$ cat config.mk
export PLATFORM = sky130hd
export DESIGN_NAME = submarine_top
export DESIGN_NICKNAME = d
export VERILOG_FILES = /design/src/sub_pkg.sv /design/src/board_mem.sv /design/src/shot_ctrl.sv /design/src/sink_tracer.sv /design/src/submarine_top.sv
export SDC_FILE = /design/constraint.sdc
export NUM_CORES = 1
export LEC_CHECK = 0
export BUFFER_PORTS_ARGS = -buffer_cell sky130_fd_sc_hd__buf_2
export CAP_MARGIN = 10
export CORE_UTILIZATION = 40
export CTS_CLUSTER_SIZE = 20
export DETAILED_ROUTE_END_ITERATION = 16
export HOLD_SLACK_MARGIN = 0.08
export MAX_ROUTING_LAYER = met4
export PLACE_DENSITY = 0.59
export SLEW_MARGIN = 10
export SYNTH_ARGS = -nofsm -noshare
export SYNTH_HDL_FRONTEND = slang
export SYNTH_HIERARCHICAL = 1
export SYNTH_SLANG_ARGS = --single-unit
$ cat constraint.sdc
create_clock -name clk -period 6.3 [get_ports clk]
set_clock_uncertainty 0.2 [all_clocks]
set_input_delay 0.315 -clock clk [delete_from_list [all_inputs] [get_ports clk]]
set_output_delay 0.315 -clock clk [all_outputs]
set_load 0.02 [all_outputs]
$ cat src/sub_pkg.sv
`default_nettype none

package sub_pkg;

    // ~~~~~~~~~~~~~~~~~~~~
    // Board geometry
    // ~~~~~~~~~~~~~~~~~~~~
    localparam int BOARD_DIM    = 6;                        // Cells along each side of the board
    localparam int COORD_W      = 3;
    localparam int CELL_COUNT   = BOARD_DIM * BOARD_DIM;
    localparam int CELL_IDX_W   = 6;
    localparam int MAX_SHIP_LEN = 4;                        // Longest submarine in any preset map
    localparam int MAP_SEL_W    = 2;

    typedef logic [COORD_W-1:0]    coord_t;
    typedef logic [CELL_IDX_W-1:0] cell_idx_t;              // Flat index x * BOARD_DIM + y

    typedef enum logic [1:0] {
        DIR_LEFT,                                           // Toward x - 1
        DIR_RIGHT,                                          // Toward x + 1
        DIR_UP,                                             // Toward y + 1
        DIR_DOWN                                            // Toward y - 1
    } dir_t;

    function automatic cell_idx_t cell_index(coord_t cx, coord_t cy);
        return cell_idx_t'(cx * BOARD_DIM + cy);
    endfunction

    // ~~~~~~~~~~~~~~~~~~~~
    // Preset maps
    // ~~~~~~~~~~~~~~~~~~~~
    // Each group of six bits is one x value with x = 5 on the left.
    // Inside a group y = 5 is the leftmost bit. Ships are straight and
    // never share an edge with another ship
    localparam logic [CELL_COUNT-1:0] PRESET_MAPS [2**MAP_SEL_W] = '{
        36'b000011_100000_100000_100100_000000_001111,      // Ships of 4, 3, 2 and 1 cells
        36'b000010_010010_000010_000000_000110_000000,      // Ships of 3, 2 and 1 cells
        36'b101000_001000_000000_001111_000000_110000,      // Ships of 4, 2, 2 and 1 cells
        36'b000110_000000_100001_000001_011101_000001       // Ships of 4, 3, 2 and 1 cells
    };

endpackage

`default_nettype wire

$ cat src/board_mem.sv
`default_nettype none

module board_mem import sub_pkg::*; (
    input  logic                 clk,
    input  logic                 rstn,
    input  logic [MAP_SEL_W-1:0] init_select,
    input  logic                 select_valid,
    input  cell_idx_t            ctrl_idx,
    input  logic                 clear_en,
    input  cell_idx_t            trace_idx,
    input  logic                 trace_active,
    output logic                 preset_bit,
    output logic                 live_bit
);

    logic [CELL_COUNT-1:0] preset_plane;                    // Ship layout as loaded
    logic [CELL_COUNT-1:0] live_plane;                      // Cells not yet shot
    cell_idx_t             rd_idx;
    logic                  rd_in_range;
    logic                  clr_in_range;

    // ~~~~~~~~~~~~~~~~~~~~
    // Address select
    // ~~~~~~~~~~~~~~~~~~~~
    assign rd_idx       = trace_active ? trace_idx : ctrl_idx;  // Tracer owns the port while walking
    assign rd_in_range  = (rd_idx < CELL_COUNT);
    assign clr_in_range = (ctrl_idx < CELL_COUNT);

    // ~~~~~~~~~~~~~~~~~~~~
    // Plane update
    // ~~~~~~~~~~~~~~~~~~~~
    always_ff @(posedge clk or negedge rstn) begin
        if (!rstn) begin
            preset_plane <= '0;                             // Empty board until a map is chosen
            live_plane   <= '0;
        end else if (select_valid) begin
            preset_plane <= PRESET_MAPS[init_select];
            live_plane   <= PRESET_MAPS[init_select];
        end else if (clear_en && clr_in_range) begin
            live_plane[ctrl_idx] <= 1'b0;                   // Shot cell is gone from the next edge on
        end
    end

    // ~~~~~~~~~~~~~~~~~~~~
    // Registered read
    // ~~~~~~~~~~~~~~~~~~~~
    // Both planes are sampled at the same address so the tracer sees
    // the layout and the damage of one cell together
    always_ff @(posedge clk) begin
        preset_bit <= rd_in_range && preset_plane[rd_idx];
        live_bit   <= rd_in_range && live_plane[rd_idx];
    end

endmodule

`default_nettype wire

$ cat src/shot_ctrl.sv
`default_nettype none

module shot_ctrl import sub_pkg::*; (
    input  logic      clk,
    input  logic      rstn,
    input  coord_t    x,
    input  coord_t    y,
    input  logic      cord_valid,
    input  logic      select_valid,
    input  logic      live_bit,
    input  logic      trace_done,
    input  logic      ship_alive,
    output cell_idx_t ctrl_idx,
    output logic      clear_en,
    output logic      trace_start,
    output cell_idx_t shot_idx,
    output logic      busy,
    output logic      hit,
    output logic      sink,
    output logic      done
);

    typedef enum logic [2:0] {
        ST_IDLE,
        ST_READ,
        ST_CLEAR,
        ST_TRACE,
        ST_SCAN,
        ST_END
    } state_t;

    state_t state;
    logic   in_range;
    logic   scan_primed;                                    // Read data in live_bit is for ctrl_idx - 1

    assign in_range = (x < BOARD_DIM) && (y < BOARD_DIM);
    assign busy     = (state != ST_IDLE);
    assign shot_idx = ctrl_idx;                             // Still the shot cell when the walk starts

    always_ff @(posedge clk or negedge rstn) begin
        if (!rstn) begin
            state       <= ST_IDLE;
            ctrl_idx    <= '0;
            clear_en    <= 1'b0;
            trace_start <= 1'b0;
            scan_primed <= 1'b0;
            hit         <= 1'b0;
            sink        <= 1'b0;
            done        <= 1'b0;
        end else begin
            clear_en    <= 1'b0;                            // Strobes and pulses last one cycle
            trace_start <= 1'b0;
            hit         <= 1'b0;
            sink        <= 1'b0;
            if (select_valid) begin
                state       <= ST_IDLE;                     // A new map abandons the current shot
                scan_primed <= 1'b0;
                done        <= 1'b0;
            end else begin
                case (state)
                    ST_IDLE: begin
                        if (cord_valid && in_range) begin
                            ctrl_idx <= cell_index(x, y);
                            state    <= ST_READ;
                        end
                    end
                    ST_READ: begin
                        state <= ST_CLEAR;                  // Board registers the cell on this edge
                    end
                    ST_CLEAR: begin
                        if (live_bit) begin
                            clear_en    <= 1'b1;
                            trace_start <= 1'b1;
                            state       <= ST_TRACE;
                        end else begin
                            state <= ST_IDLE;               // Miss or repeated shot
                        end
                    end
                    ST_TRACE: begin
                        if (trace_done && ship_alive) begin
                            hit   <= 1'b1;
                            state <= ST_IDLE;
                        end else if (trace_done) begin
                            ctrl_idx    <= '0;              // Ship is gone so look at the whole board
                            scan_primed <= 1'b0;
                            state       <= ST_SCAN;
                        end
                    end
                    ST_SCAN: begin
                        // Addresses run one ahead of the data
                        if (scan_primed && live_bit) begin
                            sink  <= 1'b1;
                            state <= ST_IDLE;
                        end else if (ctrl_idx == cell_idx_t'(CELL_COUNT)) begin
                            done  <= 1'b1;                  // Last cell came back empty
                            state <= ST_END;
                        end else begin
                            ctrl_idx    <= ctrl_idx + 1'b1;
                            scan_primed <= 1'b1;
                        end
                    end
                    ST_END: begin
                        state <= ST_END;                    // Held until the next map load
                    end
                    default: begin
                        state <= ST_IDLE;
                    end
                endcase
            end
        end
    end

endmodule

`default_nettype wire

$ cat src/sink_tracer.sv
`default_nettype none

module sink_tracer import sub_pkg::*; (
    input  logic      clk,
    input  logic      rstn,
    input  logic      trace_start,
    input  cell_idx_t shot_idx,
    input  logic      preset_bit,
    input  logic      live_bit,
    output cell_idx_t trace_idx,
    output logic      trace_active,
    output logic      trace_done,
    output logic      ship_alive
);

    typedef enum logic [1:0] {
        TR_IDLE,
        TR_STEP,
        TR_WAIT
    } tr_state_t;

    tr_state_t  state;
    dir_t       dir;
    logic [1:0] step_cnt;                                   // Steps taken in the current direction
    logic       have_data;                                  // Board bits belong to cur_x and cur_y
    coord_t     start_x;
    coord_t     start_y;
    coord_t     org_x;
    coord_t     org_y;
    coord_t     cur_x;
    coord_t     cur_y;
    coord_t     nbr_x;
    coord_t     nbr_y;
    logic       at_edge;
    logic       found_live;
    logic       step_go;

    assign start_x      = coord_t'(shot_idx / BOARD_DIM);
    assign start_y      = coord_t'(shot_idx % BOARD_DIM);
    assign trace_idx    = cell_index(cur_x, cur_y);
    assign trace_active = (state != TR_IDLE);

    // ~~~~~~~~~~~~~~~~~~~~
    // Neighbor and stop logic
    // ~~~~~~~~~~~~~~~~~~~~
    always_comb begin
        nbr_x   = cur_x;
        nbr_y   = cur_y;
        at_edge = 1'b0;
        case (dir)
            DIR_LEFT: begin
                at_edge = (cur_x == '0);
                nbr_x   = cur_x - 1'b1;
            end
            DIR_RIGHT: begin
                at_edge = (cur_x == coord_t'(BOARD_DIM - 1));
                nbr_x   = cur_x + 1'b1;
            end
            DIR_UP: begin
                at_edge = (cur_y == coord_t'(BOARD_DIM - 1));
                nbr_y   = cur_y + 1'b1;
            end
            default: begin
                at_edge = (cur_y == '0);
                nbr_y   = cur_y - 1'b1;
            end
        endcase
    end

    // A run continues only through preset cells and stops short of the longest ship
    assign found_live = have_data && live_bit;
    assign step_go    = !found_live && (!have_data || preset_bit) && !at_edge &&
                        (step_cnt != 2'(MAX_SHIP_LEN - 1));

    // ~~~~~~~~~~~~~~~~~~~~
    // Walk FSM
    // ~~~~~~~~~~~~~~~~~~~~
    always_ff @(posedge clk or negedge rstn) begin
        if (!rstn) begin
            state      <= TR_IDLE;
            dir        <= DIR_LEFT;
            step_cnt   <= '0;
            have_data  <= 1'b0;
            trace_done <= 1'b0;
            ship_alive <= 1'b0;
        end else begin
            trace_done <= 1'b0;
            case (state)
                TR_IDLE: begin
                    if (trace_start) begin
                        dir       <= DIR_LEFT;
                        step_cnt  <= '0;
                        have_data <= 1'b0;
                        state     <= TR_STEP;
                    end
                end
                TR_WAIT: begin
                    have_data <= 1'b1;                      // Read of the new cell lands on this edge
                    state     <= TR_STEP;
                end
                TR_STEP: begin
                    if (found_live) begin
                        trace_done <= 1'b1;                 // One live cell is enough
                        ship_alive <= 1'b1;
                        state      <= TR_IDLE;
                    end else if (step_go) begin
                        step_cnt <= step_cnt + 1'b1;
                        state    <= TR_WAIT;
                    end else if (dir == DIR_DOWN) begin
                        trace_done <= 1'b1;
                        ship_alive <= 1'b0;
                        state      <= TR_IDLE;
                    end else begin
                        dir       <= dir_t'(dir + 1'b1);
                        step_cnt  <= '0;
                        have_data <= 1'b0;
                    end
                end
                default: begin
                    state <= TR_IDLE;
                end
            endcase
        end
    end

    always_ff @(posedge clk) begin
        if (state == TR_IDLE && trace_start) begin
            org_x <= start_x;
            org_y <= start_y;
            cur_x <= start_x;
            cur_y <= start_y;
        end else if (state == TR_STEP && step_go) begin
            cur_x <= nbr_x;
            cur_y <= nbr_y;
        end else if (state == TR_STEP && !found_live) begin
            cur_x <= org_x;                                 // Next direction starts from the shot cell
            cur_y <= org_y;
        end
    end

endmodule

`default_nettype wire

$ cat src/submarine_top.sv
`default_nettype none

module submarine_top import sub_pkg::*; (
    input  logic                 clk,
    input  logic                 rstn,
    input  logic [MAP_SEL_W-1:0] init_select,
    input  logic                 select_valid,
    input  coord_t               x,
    input  coord_t               y,
    input  logic                 cord_valid,
    output logic                 busy,
    output logic                 hit,
    output logic                 sink,
    output logic                 done
);

    // ~~~~~~~~~~~~~~~~~~~~
    // Internal nets
    // ~~~~~~~~~~~~~~~~~~~~
    cell_idx_t ctrl_idx;
    logic      clear_en;
    cell_idx_t trace_idx;
    logic      trace_active;
    logic      preset_bit;
    logic      live_bit;
    logic      trace_start;
    cell_idx_t shot_idx;
    logic      trace_done;
    logic      ship_alive;

    shot_ctrl u_shot_ctrl (
        .clk          (clk),
        .rstn         (rstn),
        .x            (x),
        .y            (y),
        .cord_valid   (cord_valid),
        .select_valid (select_valid),
        .live_bit     (live_bit),
        .trace_done   (trace_done),
        .ship_alive   (ship_alive),
        .ctrl_idx     (ctrl_idx),
        .clear_en     (clear_en),
        .trace_start  (trace_start),
        .shot_idx     (shot_idx),
        .busy         (busy),
        .hit          (hit),
        .sink         (sink),
        .done         (done)
    );

    board_mem u_board_mem (
        .clk          (clk),
        .rstn         (rstn),
        .init_select  (init_select),
        .select_valid (select_valid),
        .ctrl_idx     (ctrl_idx),
        .clear_en     (clear_en),
        .trace_idx    (trace_idx),
        .trace_active (trace_active),
        .preset_bit   (preset_bit),
        .live_bit     (live_bit)
    );

    sink_tracer u_sink_tracer (
        .clk          (clk),
        .rstn         (rstn),
        .trace_start  (trace_start),
        .shot_idx     (shot_idx),
        .preset_bit   (preset_bit),
        .live_bit     (live_bit),
        .trace_idx    (trace_idx),
        .trace_active (trace_active),
        .trace_done   (trace_done),
        .ship_alive   (ship_alive)
    );

endmodule

`default_nettype wire

Word-level counts from Yosys, hierarchy flattened
Cells that the tools add are included.

storage, ports and cells
  bits of input ports = 12
  register bits after elaboration = 109
  output and inout port bits = 4

operators by class
  $mul = 2
  $lt $le $gt $ge = 8
  reductions and logical operators = 47
  equal/unequal tests = 36
  mux-type cells = 80
  divide/modulo/power cells = 2
  $add $sub $neg = 9
  bitwise operators = 4

operator list
  kind                                                                          count
  36-bit 2-to-1 mux                                                             4
  36-bit binary-select mux with 2-bit select                                    1
  36-bit bitwise AND                                                            1
  3-bit 2-to-1 mux                                                              12
  6-bit 2-to-1 mux                                                              6
  36-bit NOT                                                                    1
  6-bit by 3-bit divider with 32-bit output, second input constant              1
  6-bit by 3-bit remainder unit with 32-bit output, second input constant       1
  1-bit 2-to-1 mux                                                              32
  2-bit 2-to-1 mux                                                              12
  2-bit != test, second input constant                                          9
  3-bit one-hot mux with 6 select lines                                         1
  6-bit one-hot mux with 3 select lines                                         1
  1-bit logical AND                                                             15
  5-bit AND reduction                                                           3
  3-bit nonzero test                                                            5
  6-bit by 7-bit less-than comparator with 1-bit output, second input constant  2
  6-bit by 3-bit adder with 6-bit output                                        2
  1-bit binary-select mux with 6-bit select                                     2
  3-bit == test, second input constant                                          4
  6-bit less-than comparator, second input constant                             2
  3-bit by 2-bit != test with 1-bit output, second input constant               4
  3-bit one-hot mux with 2 select lines                                         2
  2-bit nonzero test                                                            6
  34 further kinds                                                              59

Depth between registers and ports, before layout
  depth in word-level cells = 8
  gate-level depth with buffers = 12

By module
Netlist, hierarchy kept.

by module, submodules not included
  module       cells an instance  area each (µm²)  times used
  board_mem    306                2,758.9          1
  sink_tracer  166                1,650.3          1
  shot_ctrl    120                1,117.3          1

Worst setup path before layout
No wires, ideal clock.

  path kind = flip-flop to flip-flop
  start point = reg u_sink_tracer.cur_x[1]
  end point = reg u_board_mem.preset_bit
  period minus slack after synthesis = 3.084 ns
  setup time = 0.134 ns
  buffers on the path = 0
  slack = 3.216 ns
  cell stages (with the launch flop) = 11
  data arrival time = 2.750 ns
  path through = edfxtp_1 -> ha_1 -> fa_1 -> nand2_1 -> xnor2_1 -> mux2i_1 -> a31o_1 -> a221oi_1 -> a211oi_1 -> nor3_1 -> or4_1

on the way
  word-level cells in the longest chain between the ends = 6
  elaborated cells between the ends (all ways) = 7
  those cells by class = add/sub (1); mul (1); order compare (1); mux (3); reduce/logical (1)

RTL lines
  item                                           RTL line             text
  start, declared                                sink_tracer.sv:30    coord_t cur_x;
  start signal, assigned                         sink_tracer.sv:130   cur_x <= start_x;
  start signal, assigned                         sink_tracer.sv:133   cur_x <= nbr_x;
  start signal, assigned                         sink_tracer.sv:136   cur_x <= org_x;
  3-bit by 2-bit multiplier with 5-bit output *  sub_pkg.sv:26        return cell_idx_t'(cx * BOARD_DIM + cy);
  6-bit by 3-bit adder with 6-bit output *       sub_pkg.sv:26
  named net trace_idx[4]                         submarine_top.sv:22  cell_idx_t trace_idx;
  6-bit 2-to-1 mux *                             board_mem.sv:25      assign rd_idx = trace_active ? trace_idx : ctrl_idx;
  1-bit binary-select mux with 6-bit select      board_mem.sv:50      preset_bit <= rd_in_range && preset_plane[rd_idx];
  1-bit 2-to-1 mux (implied by the code)         board_mem.sv:50
  1-bit logical AND *                            board_mem.sv:50
  end signal, assigned                           board_mem.sv:50
  end, declared                                  board_mem.sv:12      output logic preset_bit,

The timed path passes the listed nets; every way through them passes the cells marked *. The select of a mux whose other input is x is not followed.
A chain may end at the register's enable or synchronous reset.

Worst setup path after layout
Ends and elaborated chain as after synthesis.

==> impl_results.md <==
- Sequential fraction of the synthesis area: 0.380
- Net Switching: 1000 uW
- Syn_nets: 634
- Hold Vio Cnt, Final: 0
- First-pass GRT wire length: 24,400 um
- RSZ-0062 raised after global routing: no
- Max transition margin: 0.314
- Crit path max fanout: 7
- Die width: 120 um
- Vias per cell: 5.95
- Number of routed nets with antenna violations: 0
- Starting Density: 0.414
- Post-synth top area cell: dfrtp_1
- Max-cap violations: 0
- CTS resizes: 0
- Crit path buf inv count: 0
- WP data required: 6.33 ns
- Largest net degree at the start of global routing: 69
- Core Region: 13,300 um^2
- Slowest-stage cell, CP: fa_1
- Setup Crit Path Kind: reg2reg
- HP Start: y[0]
- Synthesized area per cell: 9.34 um^2
- Vias in the first global route: 4,463
- Complex-gate fraction of the synthesized area: 0.200
- Initial antenna violation count: 0
- Setup WS pre-CTS: 2.92 ns
- Worst-Skew Late Latency: 0.36 ns
- Peak supply drop: 0.196 mV
- Post-Synthesis Cells: 592
- Ys Warns: 6
- Worst Hold Class: in2reg
- Status: finished clean
- Max stage delay on crit path: 0.54 ns
- Cell Rows: 42
- Post-Synth Simple-Gate Area: 0.208
- HPWL Detailed: 10,600 um
- Worst Path Arrival: 3.44 ns
- DRT Wirelength: 14,900 um
- Die height: 120 um
- Crit share post-route: 0.542
- Clk buf depth: 2
- DRT Pass-1 Iters: 5
- Adder-cell share of the synthesized area: 0.0761
- Slew Limit Fails: 0
- Switching part of the total: 0.418
- Grt ovf: 0
- Total leakage power: 0.00263 uW
- H-tree depth: 3
- Critical path endpoint category: flop
- Worst Setup Start Kind: flop
- Clock Sinks: 82
- Root Driver: clkbuf_16
- Mux cell area share after synthesis: 0.0507
- Port Buffer Count: 15
- Worst-path cell chain: ha_1 > fa_1 > nand2_1 > xnor2_1 > mux2i_1 > a31o_1 > a221oi_1 > a211oi_1 > nor3_1 > or4_1
- R2r startpoint: u_sink_tracer/cur_x[1]
- Die ar.: 14,300 um^2
- Largest delay share family, worst path: adder cells
- # IOs: 16
- Synth cell count leaders: nand2_1 (80), dfrtp_1 (68), inv_1 (32), o21ai_0 (31), a21oi_1 (27)
- Clock power share: 0.229
- Xor/xnor cell area share of the yosys netlist: 0.0254
- DRT iter0 DRCs: 484
- Mapped cell area: 5530 um^2
- Diode count: 0
- Crit path launch: u_sink_tracer/cur_x[1]
- CTS tree: built
- P_int: 1400 uW
- Sequential share of power: 0.328
- Comb power frac: 0.443
- DRC viols: 0
- Count leader, synth: nand2_1
- Routability cong.: 0.873
- Worst-Margin Slew: 1.02 ns
- Yosys reg bits: 82
- Fmax: 0.293 GHz
- Main synth FF type: dfrtp_1
- Leading post-synthesis cells by cell area: dfrtp_1 (31%), edfxtp_1 (6.5%), ha_1 (5.4%)
- Clk slew on worst S/H paths: 0.06 ns
- Post-synth ARST share: 0.829
- CTS buffer count: 9
- Gr usage total: 0.230
- Pwr/cell area: 402 nW/um^2
- TNS Setup: 0 ns
- Share of cells above drive strength 1: 0.105
- Min cycle time layout: 3.41 ns
- Post-CTS setup-driven buffer insertion count: 0
- EDFF count, synth: 12
- Fin nets: 631
- Via Count: 4,575
- Synth cell types: 84
- Post-synth top area share: 0.308
- Area grow syn2layout: 8.15%
- Fin worst setup slack: 2.89 ns
- Largest family of logic cells by synthesized area: simple AND/OR/NAND/NOR gates
- Final setup viols: 0
- Avg WL per Cell: 19.4 um
==> power by group through the flow <==
stage                     logic (uW)  registers, uW  clock network [uW]
final                           1060            789                 550
after floorplan                  907            699                   0
after global routing            1170            807                 581
after global placement          1020            792                   0
after CTS                       1050            788                 564
after detailed placement        1040            798                   0
==> sequential cells by signal, indices dropped and copies added, names as in the netlist, 2 cells and up <==
name                      count
u_board_mem/live_plane       36
u_board_mem/preset_plane      9
u_shot_ctrl/ctrl_idx          6
u_shot_ctrl/state             3
u_sink_tracer/cur_x           3
u_sink_tracer/cur_y           3
u_sink_tracer/org_x           3
u_sink_tracer/org_y           3
u_sink_tracer/dir             2
u_sink_tracer/state           2
u_sink_tracer/step_cnt        2
==> routing by layer <==
layer | vias to the layer above | global-route usage | routed length [um]
met4 | 0 | 0.102 | 450
met2 | 172 | 0.354 | 7070
met3 | 31 | 0.0437 | 702
met1 | 2232 | 0.296 | 6700
li1 | 2140 | - | -
met5 | - | - | 0
==> cells in the final DEF (no fill, tap or decap), drive strengths merged, types with 5 or more instances in the layout <==
cell type / instances
a21oi: 28
o311a: 5
clkbuf: 13
nand3b: 6
nand3: 20
nand2: 80
a31oi: 12
a211oi: 8
mux2: 9
ha: 24
xnor2: 12
edfxtp: 12
or2: 5
a221o: 5
nor2: 27
fa: 6
dfrtp: 68
inv: 32
o21ai: 38
o211ai: 17
and3: 9
a221oi: 5
nor3: 6
buf: 18
nor2b: 14
mux2i: 13
nor3b: 5
nand2b: 14
==> logic make-up (layout without fill, tap and decap cells) <==
group / Yosys count / after routing
and+or+nand+nor: 214 / 214
AOI/OAI and AO/OA: 158 / 158
DFF: 82 / 82
buffers and inverters: 69 / 70
adders and majority gates: 30 / 30
muxes: 23 / 23
xor gates and xnor gates: 16 / 16
==> through the flow <==
| stage | util | hold slack [ns] | std cells | area [um^2] | total power (uW) |
|---|---|---|---|---|---|
| floorplan | - | -0.181 | 592 | 5530 | 1610 |
| global placement | 0.423 | 0.281 | 751 | 5640 | 1810 |
| detailed placement | 0.423 | 0.289 | 751 | 5640 | 1840 |
| CTS | 0.448 | 0.149 | 769 | 5980 | 2400 |
| global route | 0.448 | 0.163 | 769 | 5980 | 2560 |
| finish | 0.448 | 0.157 | 769 | 5980 | 2400 |
==> area by class of cell <==
| type | count | area (um^2) |
|---|---|---|
| multi-input combinational | 441 | 3090 |
| fill | 1331 | 7370 |
| sequential | 82 | 2100 |
| tap | 176 | 220 |
| clock inverter | 2 | 35.0 |
| inverter | 34 | 128 |
| clock buffer | 13 | 270 |
| timing repair buffer | 21 | 128 |
==> path summary, 6_finish.rpt <==
path	end	cells past startpoint	slack [ns]
worst max-delay path	u_board_mem/preset_bit	10	2.89
worst min-delay path	u_shot_ctrl/ctrl_idx[0]	3	0.16
worst max register to register	u_board_mem/preset_bit	10	2.89
worst min register to register	u_sink_tracer/step_cnt[0]	1	0.30
max in group asynchronous	u_sink_tracer/have_data	3	4.84
min in group asynchronous	u_board_mem/preset_plane[14]	3	0.49
==> worst min-delay path, stage by stage <==
cell,delay [ns]
buf_2,0.08
and3_1,0.14
o32a_1,0.15
==> what timing repair did <==
action	4_1_cts	5_1_grt
hold endpoints to repair	72	0
endpoints found under the setup margin	0	0
hold buffers	3	0
Power figures use the tool's default switching activity.
